`src/qeci_pkg.sv`:
```
// Shared definitions for the QECI link layer
// Widths, CRC and control codes, status and error codes, frame layout

package qeci_pkg;

   // Widths
   localparam int WORD_W  = 64;
   localparam int CRC_W   = 8;
   localparam int FRAME_W = 1 + CRC_W + WORD_W;

   // CRC-8, zero seed, MSB first
   localparam logic [CRC_W-1:0] CRC_POLY = 8'h07;

   // Control frame codes
   localparam logic [7:0]        CODE_ALIGN    = 8'hBC;
   localparam logic [7:0]        CODE_IDLE     = 8'h1C;
   localparam logic [WORD_W-1:0] ALIGN_PATTERN = 64'hA5A5_5A5A_C3C3_3C3C;
   localparam int                ALIGN_COUNT   = 4;

   // STATUS codes
   localparam logic [3:0] ST_RESET  = 4'b0000;
   localparam logic [3:0] ST_ALIGN  = 4'b0001;
   localparam logic [3:0] ST_LINKUP = 4'b0100;
   localparam logic [3:0] ST_FAULT  = 4'b1000;

   // ECODE codes
   localparam logic [3:0] EC_NONE       = 4'b0000;
   localparam logic [3:0] EC_CRC        = 4'b0001;
   localparam logic [3:0] EC_UNEXPECTED = 4'b0010;
   localparam logic [3:0] EC_BAD_CTRL   = 4'b0011;

   typedef struct packed {
      logic              kind;
      logic [CRC_W-1:0]  crc;
      logic [WORD_W-1:0] payload;
   } data_frame_t;

   typedef struct packed {
      logic              kind;
      logic [7:0]        code;
      logic [WORD_W-1:0] info;
   } ctrl_frame_t;

   // One link frame, read by its kind bit
   typedef union packed {
      data_frame_t data;
      ctrl_frame_t ctrl;
   } qeci_frame_u;

endpackage

```
`src/qeci_ctrl_if.sv`:
```
// Control and event lines between the link controller and the datapath

`timescale 1ns/10ps

interface qeci_ctrl_if;

   logic       tx_train;
   logic       link_up;
   logic       align_seen;
   logic       bad_frame;
   logic [3:0] bad_code;

   modport ctrl (
      output tx_train,
      output link_up,
      input  align_seen,
      input  bad_frame,
      input  bad_code
   );

   modport framer (
      input tx_train,
      input link_up
   );

   // bad_frame is also read back by the deframer itself
   modport deframer (
      input  link_up,
      output align_seen,
      output bad_frame,
      output bad_code
   );

endinterface

```
`src/qeci_crc8.sv`:
```
// Combinational CRC-8 over one payload word
// Zero seed, MSB first, no final XOR

`timescale 1ns/10ps

module qeci_crc8 (
   input  logic [qeci_pkg::WORD_W-1:0] payload,
   output logic [qeci_pkg::CRC_W-1:0]  crc
);

   logic [qeci_pkg::CRC_W-1:0] acc;
   logic                       fb;

   // Bit-serial LFSR, unrolled over the word
   always_comb begin
      acc = '0;
      fb  = 1'b0;
      for (int i = qeci_pkg::WORD_W - 1; i >= 0; i--) begin
         fb  = acc[qeci_pkg::CRC_W-1] ^ payload[i];
         acc = {acc[qeci_pkg::CRC_W-2:0], 1'b0};
         if (fb) begin
            acc = acc ^ qeci_pkg::CRC_POLY;
         end
      end
   end

   assign crc = acc;

endmodule

```
`src/qeci_link.sv`:
```
// QECI link layer top level
// Controller, transmit framer and receive deframer joined through the control interface

`timescale 1ns/10ps

module qeci_link (
   input  logic                        FCLK,
   input  logic                        ARSTn,
   input  logic [qeci_pkg::WORD_W-1:0] tx_data,
   input  logic                        tx_valid,
   output logic                        tx_ready,
   output logic                        link_tx_valid,
   output qeci_pkg::qeci_frame_u       link_tx_frame,
   input  logic                        link_rx_valid,
   input  qeci_pkg::qeci_frame_u       link_rx_frame,
   output logic [qeci_pkg::WORD_W-1:0] rx_data,
   output logic                        rx_valid,
   output logic [3:0]                  status,
   output logic [3:0]                  ecode
);

   qeci_ctrl_if i_ctrl_if ();

   qeci_link_ctrl i_link_ctrl (
      .FCLK  (FCLK),
      .ARSTn (ARSTn),
      .ctrl  (i_ctrl_if.ctrl),
      .status(status),
      .ecode (ecode)
   );

   qeci_tx_framer i_tx_framer (
      .FCLK         (FCLK),
      .ARSTn        (ARSTn),
      .ctrl         (i_ctrl_if.framer),
      .tx_data      (tx_data),
      .tx_valid     (tx_valid),
      .tx_ready     (tx_ready),
      .link_tx_valid(link_tx_valid),
      .link_tx_frame(link_tx_frame)
   );

   qeci_rx_deframer i_rx_deframer (
      .FCLK         (FCLK),
      .ARSTn        (ARSTn),
      .ctrl         (i_ctrl_if.deframer),
      .link_rx_valid(link_rx_valid),
      .link_rx_frame(link_rx_frame),
      .rx_data      (rx_data),
      .rx_valid     (rx_valid)
   );

endmodule

```
`src/qeci_link_ctrl.sv`:
```
// Link controller
// Trains the link on consecutive align frames and latches the first fault

`timescale 1ns/10ps

module qeci_link_ctrl (
   input  logic       FCLK,
   input  logic       ARSTn,
   qeci_ctrl_if.ctrl  ctrl,
   output logic [3:0] status,
   output logic [3:0] ecode
);

   localparam int CNT_W = $clog2(qeci_pkg::ALIGN_COUNT + 1);

   logic [CNT_W-1:0] align_cnt;
   logic [CNT_W-1:0] align_cnt_nxt;
   logic [3:0]       status_nxt;
   logic [3:0]       ecode_nxt;

   // Any cycle without an align pulse breaks the run
   assign align_cnt_nxt = ctrl.align_seen ? align_cnt + 1'b1 : '0;

   always_comb begin
      status_nxt = status;
      ecode_nxt  = ecode;
      if (status != qeci_pkg::ST_FAULT && ctrl.bad_frame) begin
         status_nxt = qeci_pkg::ST_FAULT;
         ecode_nxt  = ctrl.bad_code;
      end else begin
         case (status)
            qeci_pkg::ST_RESET: begin
               status_nxt = qeci_pkg::ST_ALIGN;
            end
            qeci_pkg::ST_ALIGN: begin
               if (ctrl.align_seen && align_cnt == CNT_W'(qeci_pkg::ALIGN_COUNT - 1)) begin
                  status_nxt = qeci_pkg::ST_LINKUP;
               end
            end
            qeci_pkg::ST_LINKUP: begin
               status_nxt = qeci_pkg::ST_LINKUP;
            end
            // Fault is held until reset
            default: begin
               status_nxt = qeci_pkg::ST_FAULT;
            end
         endcase
      end
   end

   always_ff @(posedge FCLK or negedge ARSTn) begin
      if (!ARSTn) begin
         status    <= qeci_pkg::ST_RESET;
         ecode     <= qeci_pkg::EC_NONE;
         align_cnt <= '0;
      end else begin
         status    <= status_nxt;
         ecode     <= ecode_nxt;
         align_cnt <= (status == qeci_pkg::ST_ALIGN) ? align_cnt_nxt : '0;
      end
   end

   // Datapath controls decoded from the state
   assign ctrl.tx_train = (status == qeci_pkg::ST_ALIGN);
   assign ctrl.link_up  = (status == qeci_pkg::ST_LINKUP);

endmodule

```
`src/qeci_rx_deframer.sv`:
```
// Receive deframer
// Checks each link frame, forwards good data words and reports align and error events

`timescale 1ns/10ps

module qeci_rx_deframer (
   input  logic                        FCLK,
   input  logic                        ARSTn,
   qeci_ctrl_if.deframer               ctrl,
   input  logic                        link_rx_valid,
   input  qeci_pkg::qeci_frame_u       link_rx_frame,
   output logic [qeci_pkg::WORD_W-1:0] rx_data,
   output logic                        rx_valid
);

   logic [qeci_pkg::CRC_W-1:0] crc_rx;
   logic                       valid_nxt;
   logic                       align_nxt;
   logic                       bad_nxt;
   logic [3:0]                 code_nxt;

   qeci_crc8 i_crc8 (
      .payload(link_rx_frame.data.payload),
      .crc    (crc_rx)
   );

   always_comb begin
      valid_nxt = 1'b0;
      align_nxt = 1'b0;
      bad_nxt   = 1'b0;
      code_nxt  = qeci_pkg::EC_NONE;
      if (link_rx_valid) begin
         if (!link_rx_frame.data.kind) begin
            if (!ctrl.link_up) begin
               bad_nxt  = 1'b1;
               code_nxt = qeci_pkg::EC_UNEXPECTED;
            end else if (crc_rx != link_rx_frame.data.crc) begin
               bad_nxt  = 1'b1;
               code_nxt = qeci_pkg::EC_CRC;
            end else if (!ctrl.bad_frame) begin
               // The controller faults on this edge, so drop the word behind a bad one
               valid_nxt = 1'b1;
            end
         end else if (link_rx_frame.ctrl.code == qeci_pkg::CODE_ALIGN &&
                      link_rx_frame.ctrl.info == qeci_pkg::ALIGN_PATTERN) begin
            align_nxt = 1'b1;
         end else if (link_rx_frame.ctrl.code != qeci_pkg::CODE_IDLE) begin
            // Unknown code, or an align frame with a damaged pattern
            bad_nxt  = 1'b1;
            code_nxt = qeci_pkg::EC_BAD_CTRL;
         end
      end
   end

   always_ff @(posedge FCLK or negedge ARSTn) begin
      if (!ARSTn) begin
         rx_valid        <= 1'b0;
         ctrl.align_seen <= 1'b0;
         ctrl.bad_frame  <= 1'b0;
      end else begin
         rx_valid        <= valid_nxt;
         ctrl.align_seen <= align_nxt;
         ctrl.bad_frame  <= bad_nxt;
      end
   end

   always_ff @(posedge FCLK) begin
      if (valid_nxt) begin
         rx_data <= link_rx_frame.data.payload;
      end
      ctrl.bad_code <= code_nxt;
   end

endmodule

```
`src/qeci_tx_framer.sv`:
```
// Transmit framer
// Sends stream words as CRC-protected data frames, and align or idle frames between them

`timescale 1ns/10ps

module qeci_tx_framer (
   input  logic                        FCLK,
   input  logic                        ARSTn,
   qeci_ctrl_if.framer                 ctrl,
   input  logic [qeci_pkg::WORD_W-1:0] tx_data,
   input  logic                        tx_valid,
   output logic                        tx_ready,
   output logic                        link_tx_valid,
   output qeci_pkg::qeci_frame_u       link_tx_frame
);

   logic [qeci_pkg::CRC_W-1:0] crc_tx;
   qeci_pkg::qeci_frame_u      frame_nxt;

   qeci_crc8 i_crc8 (
      .payload(tx_data),
      .crc    (crc_tx)
   );

   // Words are only taken while the link is up
   assign tx_ready = ctrl.link_up;

   always_comb begin
      frame_nxt = '0;
      if (tx_valid && tx_ready) begin
         frame_nxt.data.kind    = 1'b0;
         frame_nxt.data.crc     = crc_tx;
         frame_nxt.data.payload = tx_data;
      end else if (ctrl.tx_train) begin
         frame_nxt.ctrl.kind = 1'b1;
         frame_nxt.ctrl.code = qeci_pkg::CODE_ALIGN;
         frame_nxt.ctrl.info = qeci_pkg::ALIGN_PATTERN;
      end else begin
         // Idle carries no info
         frame_nxt.ctrl.kind = 1'b1;
         frame_nxt.ctrl.code = qeci_pkg::CODE_IDLE;
         frame_nxt.ctrl.info = '0;
      end
   end

   // A frame goes out every cycle once out of reset
   always_ff @(posedge FCLK or negedge ARSTn) begin
      if (!ARSTn) begin
         link_tx_valid <= 1'b0;
      end else begin
         link_tx_valid <= 1'b1;
      end
   end

   always_ff @(posedge FCLK) begin
      link_tx_frame <= frame_nxt;
   end

endmodule

```
`config.mk`:
```
export PLATFORM = sky130hd
export DESIGN_NAME = qeci_link
export DESIGN_NICKNAME = d
export VERILOG_FILES = /design/src/qeci_pkg.sv /design/src/qeci_ctrl_if.sv /design/src/qeci_crc8.sv /design/src/qeci_link.sv /design/src/qeci_link_ctrl.sv /design/src/qeci_rx_deframer.sv /design/src/qeci_tx_framer.sv
export SDC_FILE = /design/constraint.sdc
export NUM_CORES = 1
export LEC_CHECK = 0
export BUFFER_PORTS_ARGS = -buffer_cell sky130_fd_sc_hd__buf_2
export CAP_MARGIN = 20
export CORE_ASPECT_RATIO = 1.1
export CORE_MARGIN = 2
export CORE_UTILIZATION = 56
export DETAILED_ROUTE_END_ITERATION = 10
export PLACE_DENSITY = 0.93
export SLEW_MARGIN = 20
export SYNTH_ARGS = -nofsm -noshare
export SYNTH_HDL_FRONTEND = slang
export SYNTH_SLANG_ARGS = --single-unit
```
`constraint.sdc`:
```
create_clock -name FCLK -period 8.9 [get_ports FCLK]
set_input_delay 0.89 -clock FCLK [delete_from_list [all_inputs] [get_ports FCLK]]
set_output_delay 0.89 -clock FCLK [all_outputs]
set_load 0.005 [all_outputs]
```
# Yosys cells after proc, flatten, opt, wreduce, memory -nomap -nowiden
# Index checks and enable logic that the tools add are counted.
# classes
reduce_logical,5
mux,154
div,0
multipliers,0
n_lt_le_gt_ge,0
shifts,0
n_bitwise,252
n_eq_ne,9
n_addsub,1
# ops
cell,count
3-bit two-way mux,130
3-bit NOT,126
72-bit two-way mux,2
1-bit bitwise XOR,116
64-bit equality test (second input constant),1
4-bit two-way mux,5
1-bit two-way mux,15
4-bit one-hot mux with 3 select lines,1
1-bit bitwise XOR (first input constant),10
8-bit equality test (second input constant),1
8-bit by 5-bit inequality test with 1-bit output (second input constant),1
8-bit inequality test,1
4-bit by 1-bit equality test with 1-bit output (second input constant),1
4-bit by 3-bit equality test with 1-bit output (second input constant),1
1-bit logical AND,4
4-bit zero test,1
4-bit inequality test (second input constant),1
3-bit by 1-bit adder with 3-bit output (second input constant),1
3-bit by 2-bit equality test with 1-bit output (second input constant),1
3-bit by 1-bit inequality test with 1-bit output (second input constant),1
2-bit two-way mux,1
# totals
wordCells,432
latch_bits,0
n_memories,0
reg_bits,156
rom_bits,0
mem_bits_rw,0
output_inout_bits,148

# Logic depth before layout (Yosys ltp)
# depth
depth_word,132
depth_mapped,13
ltp_nobuf,13

# Modules after synthesis
# From an unflattened synthesis, not the netlist that was laid out.
# unflattened
hier_cells,666
hier_area_um2,9510.4
# modules_own_cells
module,instances,cells_each,area_each_um2
qeci_crc8,2,164,2207.1
qeci_rx_deframer,1,123,2454.9
qeci_tx_framer,1,166,2117.0
qeci_link_ctrl,1,49,524.3

# Worst setup path after synthesis
# No wires, ideal clock.
# synth_timing
path_kind,input port to flip-flop
from,in link_rx_frame[60] (netlist name)
to,"reg i_rx_deframer.rx_data[0] (netlist name), enable pin"
required_time_ps,8470
arrival_ps,6177
path_stages,12
setup_slack_ps,2294
setup_ps,430
path_buffers,0
path_cell_list,inv_1 > ha_1 > xnor3_2 > xnor3_2 > xor3_2 > xor3_2 > xnor3_2 > xnor3_2 > xnor3_1 > mux2i_1 > nor3_1 > and3_1
# synth_between
elab_chain_len,53
word_cells_on_any_way,168
classes_between,eq/ne (1); mux (61); bitwise (106)
# synth_rtl
element,line,rtl
"start, declared",qeci_link.sv:15,"input qeci_pkg::qeci_frame_u link_rx_frame,"
1-bit bitwise XOR *,qeci_crc8.sv:19,fb = acc[qeci_pkg::CRC_W-1] ^ payload[i];
3-bit two-way mux *,qeci_crc8.sv:21,if (fb) begin
3-bit NOT (no source line),n/a,
3-bit two-way mux,qeci_crc8.sv:21,
3-bit NOT (no source line),n/a,
3-bit two-way mux,qeci_crc8.sv:21,
1-bit bitwise XOR,qeci_crc8.sv:19,
3-bit two-way mux,qeci_crc8.sv:21,
(+38 left out),n/a,
3-bit NOT (no source line),n/a,
3-bit two-way mux,qeci_crc8.sv:21,
8-bit inequality test *,qeci_rx_deframer.sv:37,end else if (crc_rx != link_rx_frame.data.crc) begin
1-bit two-way mux *,qeci_rx_deframer.sv:37,
1-bit two-way mux *,qeci_rx_deframer.sv:34,if (!ctrl.link_up) begin
1-bit two-way mux *,qeci_rx_deframer.sv:33,if (!link_rx_frame.data.kind) begin
1-bit two-way mux *,qeci_rx_deframer.sv:32,if (link_rx_valid) begin
net i_rx_deframer.valid_nxt,qeci_rx_deframer.sv:17,logic valid_nxt;
"end signal, assigned",qeci_rx_deframer.sv:69,rx_data <= link_rx_frame.data.payload;
"end, declared",qeci_rx_deframer.sv:12,"output logic [qeci_pkg::WORD_W-1:0] rx_data,"
# The timed path passes the listed nets; every way through them passes the cells marked *.
# A chain may end at the register's enable or synchronous reset.

# Worst setup path in the final report
# layout_timing
from,in link_rx_frame[60] (netlist name)
to,"reg i_rx_deframer.rx_data[53] (netlist name), enable pin"
# Same word-level chain as after synthesis.

==> flow_metrics.env <==
export IMPL_worstMarginPinSlew_ns=0.692
export IMPL_slew_limit_headroom_pct=53.7
export IMPL_max_cap_violations=0
export IMPL_vias=6070
export IMPL_synth_xor_area_share_pct=45.2
export IMPL_reg2reg_from="i_link_ctrl.status[0]$_DFFE_PN0P_"
export IMPL_synthArstFlopShare_pct=7.95
export IMPL_critPathCaptureType="flip-flop"
export IMPL_cts_htree_levels=4
export IMPL_yosysWarnings=0
export IMPL_rr_endpoint="i_rx_deframer.rx_data[53]$_DFFE_PP_"
export IMPL_fin_ws_ns=2.87
export IMPL_rows=47
export IMPL_crit_family="XOR/XNOR gates"
export IMPL_cts_tree="yes"
export IMPL_dp_slack_ns=2.42
export IMPL_initial_utilization_pct=57.7
export IMPL_synth_cell_area_um2=8750
export IMPL_synth_edff_count=64
export IMPL_pin_count=289
export IMPL_cts_repair_resized=0
export IMPL_numPortBuffers=285
export IMPL_syn_avg_cell_area_um2=14.3
export IMPL_worstPathRequired_ns=8.97
export IMPL_grt_use_total_pct=27.8
export IMPL_synthMuxAreaShare_pct=0.486
export IMPL_routed_via_density=5.45
export IMPL_grt_max_degree=40
export IMPL_antenna_left=0
export IMPL_core_area_um2=15200
export IMPL_fin_skew_ns=0.00818
export IMPL_fin_area_um2=10900
export IMPL_die_y_um=135
export IMPL_synth_compound_area_share_pct=3.60
export IMPL_wl_um=22700
export IMPL_drive_above_1_share_pct=38.0
export IMPL_cp_num_cells=14
export IMPL_post_route_period_util_pct=67.8
export IMPL_finalNetCount=1051
export IMPL_dpl_instance_area_um2=10400
export IMPL_worst_setup_path_type="input pin to flip-flop"
export IMPL_path_common_cell="xnor3_2"
export IMPL_finalHoldViolations=0
export IMPL_worst_ep_arrival_time_ns=6.10
export IMPL_max_stage_delay_ns=0.62
export IMPL_dp_final_hpwl_um=17800
export IMPL_yosys_register_bits=151
export IMPL_dieArea_um2=16700
export IMPL_gp_congestion=0.893
export IMPL_startpoint_type="input pin"
export IMPL_drc=0
export IMPL_rsz0062_at_grt="false"
export IMPL_fmax_ghz=0.166
export IMPL_clk_pin_slew_ns=0.06
export IMPL_worstHoldPathType="input pin to async pin"
export IMPL_synth_top_family_by_area="XOR/XNOR gates"
export IMPL_syn_inst=612
export IMPL_grt_pass1_wl_um=34300
export IMPL_grt_pass1_vias=6307
export IMPL_antenna_cells=0
export IMPL_firstDrtPassIters=4
export IMPL_drt_iter0_markers=359
export IMPL_synth_simple_gate_area_share_pct=6.23
export IMPL_cts_setup_buffers=0
export IMPL_hold_buffers=0
export IMPL_n_fill_cell=972
export IMPL_wl_per_cell_um=20.4
export IMPL_dp_cells=1082
export IMPL_crit_chain="buf_2 > inv_1 > ha_1 > xnor3_2 > xnor3_2 > xor3_2 > xor3_2 > xnor3_2 > xnor3_2 > xnor3_1 > mux2i_1 > nor3_1 > and3_2 > buf_4"
export IMPL_syn2layout_area_growth_pct=25.0
export IMPL_grt_overflow=0
export IMPL_reg2reg_depth=4
export IMPL_synth_fa_ha_area_share_pct=0.715
export IMPL_drv_slew=0
export IMPL_setup_violations=0
export IMPL_cp_slowest_cell="and3_2"
export IMPL_clock_latency_ns=0.43
export IMPL_yosysSeqAreaShare_pct=42.5
export IMPL_ys_flop_type="dfxtp_1"
export IMPL_cts_buffers=17
export IMPL_path_max_fanout=39
export IMPL_clockRootBuffer="clkbuf_16"
export IMPL_antenna_found_initial=0
export IMPL_yosysUniqueCellTypes=44
export IMPL_cts_sinks=151
export IMPL_outcome="finished, final reports clean"
export IMPL_r2r_slack_ns=6.62
export IMPL_post_route_min_period_ns=6.03
export IMPL_finalNonFillerCells=1114
export IMPL_path_buf_inv=3
export IMPL_die_x_um=123
export IMPL_tns_ns=0
export IMPL_cts_max_path_buffers=2
[cell usage after synthesis (all sizes together), types with 2 or more instances]
cell | number | area [µm²]
edfxtp | 64 | 1920
or3 | 2 | 12.5
mux2i | 2 | 20.0
ha | 5 | 62.6
nand4b | 5 | 43.8
nor4b | 4 | 35.0
nor2 | 12 | 45.0
dfrtp | 12 | 300
dfxtp | 75 | 1500
xnor2 | 158 | 1430
nor4 | 4 | 25.0
mux2 | 2 | 22.5
and3 | 37 | 231
clkbuf | 12 | 45.0
conb | 2 | 7.51
and2 | 3 | 18.8
xor3 | 14 | 339
nand4 | 6 | 37.5
xor2 | 39 | 349
inv | 7 | 26.3
nand2 | 8 | 30.0
buf | 5 | 31.3
a21o | 34 | 255
xnor3 | 81 | 1840
nor3 | 6 | 30.0
[stage by stage]
| step | util [%] | hold WS [ns] |
|---|---|---|
| floorplan | - | 0.408 |
| global placement | 68.5 | 0.419 |
| detailed placement | 68.5 | 0.430 |
| CTS | 72.1 | 0.323 |
| global route | 72.1 | 0.336 |
| finish | 72.1 | 0.325 |
[area by class of cell]
| type | instances | area, µm² | share of cell area [%] |
|---|---|---|---|
| tap | 196 | 245 | 2.24 |
| multi-input combinational | 439 | 4940 | 45.2 |
| clock inverter | 14 | 115 | 1.05 |
| clock buffer | 18 | 429 | 3.92 |
| inverter | 7 | 26.3 | 0.240 |
| sequential | 151 | 3720 | 34.0 |
| timing repair buffer | 289 | 1460 | 13.3 |
[cells in the final DEF (no fill, tap or decap), types with 2 or more instances in the layout]
master and count:
mux2i_1 2, buf_2 285, nand2_1 8, clkinvlp_2 2
nand4b_1 5, xnor3_1 70, dfrtp_1 12, a21o_1 34
edfxtp_1 64, and3_1 36, ha_1 5, dfxtp_1 75
clkbuf_16 17, xor3_1 9, nor4b_1 4, buf_4 4
inv_1 7, clkinvlp_4 4, xor3_2 5, nor4_1 4
inv_6 5, xnor2_2 6, mux2_2 2, xnor2_1 152
xnor3_2 11, inv_8 2, conb_1 4, and2_1 3
nor3_1 6, xor2_1 38, nand4_1 6, nor2_1 11
or3_1 2
[cell families after synthesis]
kind of cell               count (synthesis)
AOI/OAI and AO/OA                         42
xor gates and xnor gates                 292
adders and majority gates                  5
buffers and inverters                     24
DFF                                      151
muxes                                      4
other                                      2
and+or+nand+nor                           92
[flip-flops by register name, indices dropped and copies added, names as in the netlist]
name / count
i_rx_deframer.ctrl.bad_frame: 1
i_link_ctrl.align_cnt: 3
i_rx_deframer.ctrl.align_seen: 1
i_tx_framer.link_tx_frame: 73
i_link_ctrl.status: 3
i_tx_framer.link_tx_valid: 1
i_rx_deframer.ctrl.bad_code: 2
i_link_ctrl.ecode: 2
i_rx_deframer.rx_data: 64
i_rx_deframer.rx_valid: 1
[how the worst max path moves through the flow]
stage / startpoint / end / slack, ns
global placement: link_rx_frame[60] / i_rx_deframer.rx_data[32]$_DFFE_PP_ / 2.63
finish: link_rx_frame[60] / i_rx_deframer.rx_data[53]$_DFFE_PP_ / 2.87
global route: link_rx_frame[62] / i_rx_deframer.rx_data[38]$_DFFE_PP_ / 2.59
CTS: link_rx_frame[60] / i_rx_deframer.rx_data[52]$_DFFE_PP_ / 2.87
detailed placement: link_rx_frame[60] / i_rx_deframer.rx_data[32]$_DFFE_PP_ / 2.42
floorplan: link_rx_frame[60] / i_rx_deframer.rx_data[0]$_DFFE_PP_ / 2.29
[metal layers]
layer / part of all wire [%] / GRT usage, % / vias up
met1: 36 / 31.7 / 2940
li1: - / - / 2736
met5: 0 / 0 / -
met3: 7.0 / 6.40 / 61
met2: 53 / 49.5 / 333
met4: 3.4 / 12.0 / 0
[worst register-to-register path, stage by stage (launching register included)]
cell,delay [ns]
dfrtp_1,0.44
nand2b_1,0.20
nor2_2,0.12
and3_2,0.58
buf_4,0.55
Power is left out: the tool's default activity adds up to more than one toggle a clock period on the data nets, which glitch-free logic cannot reach.
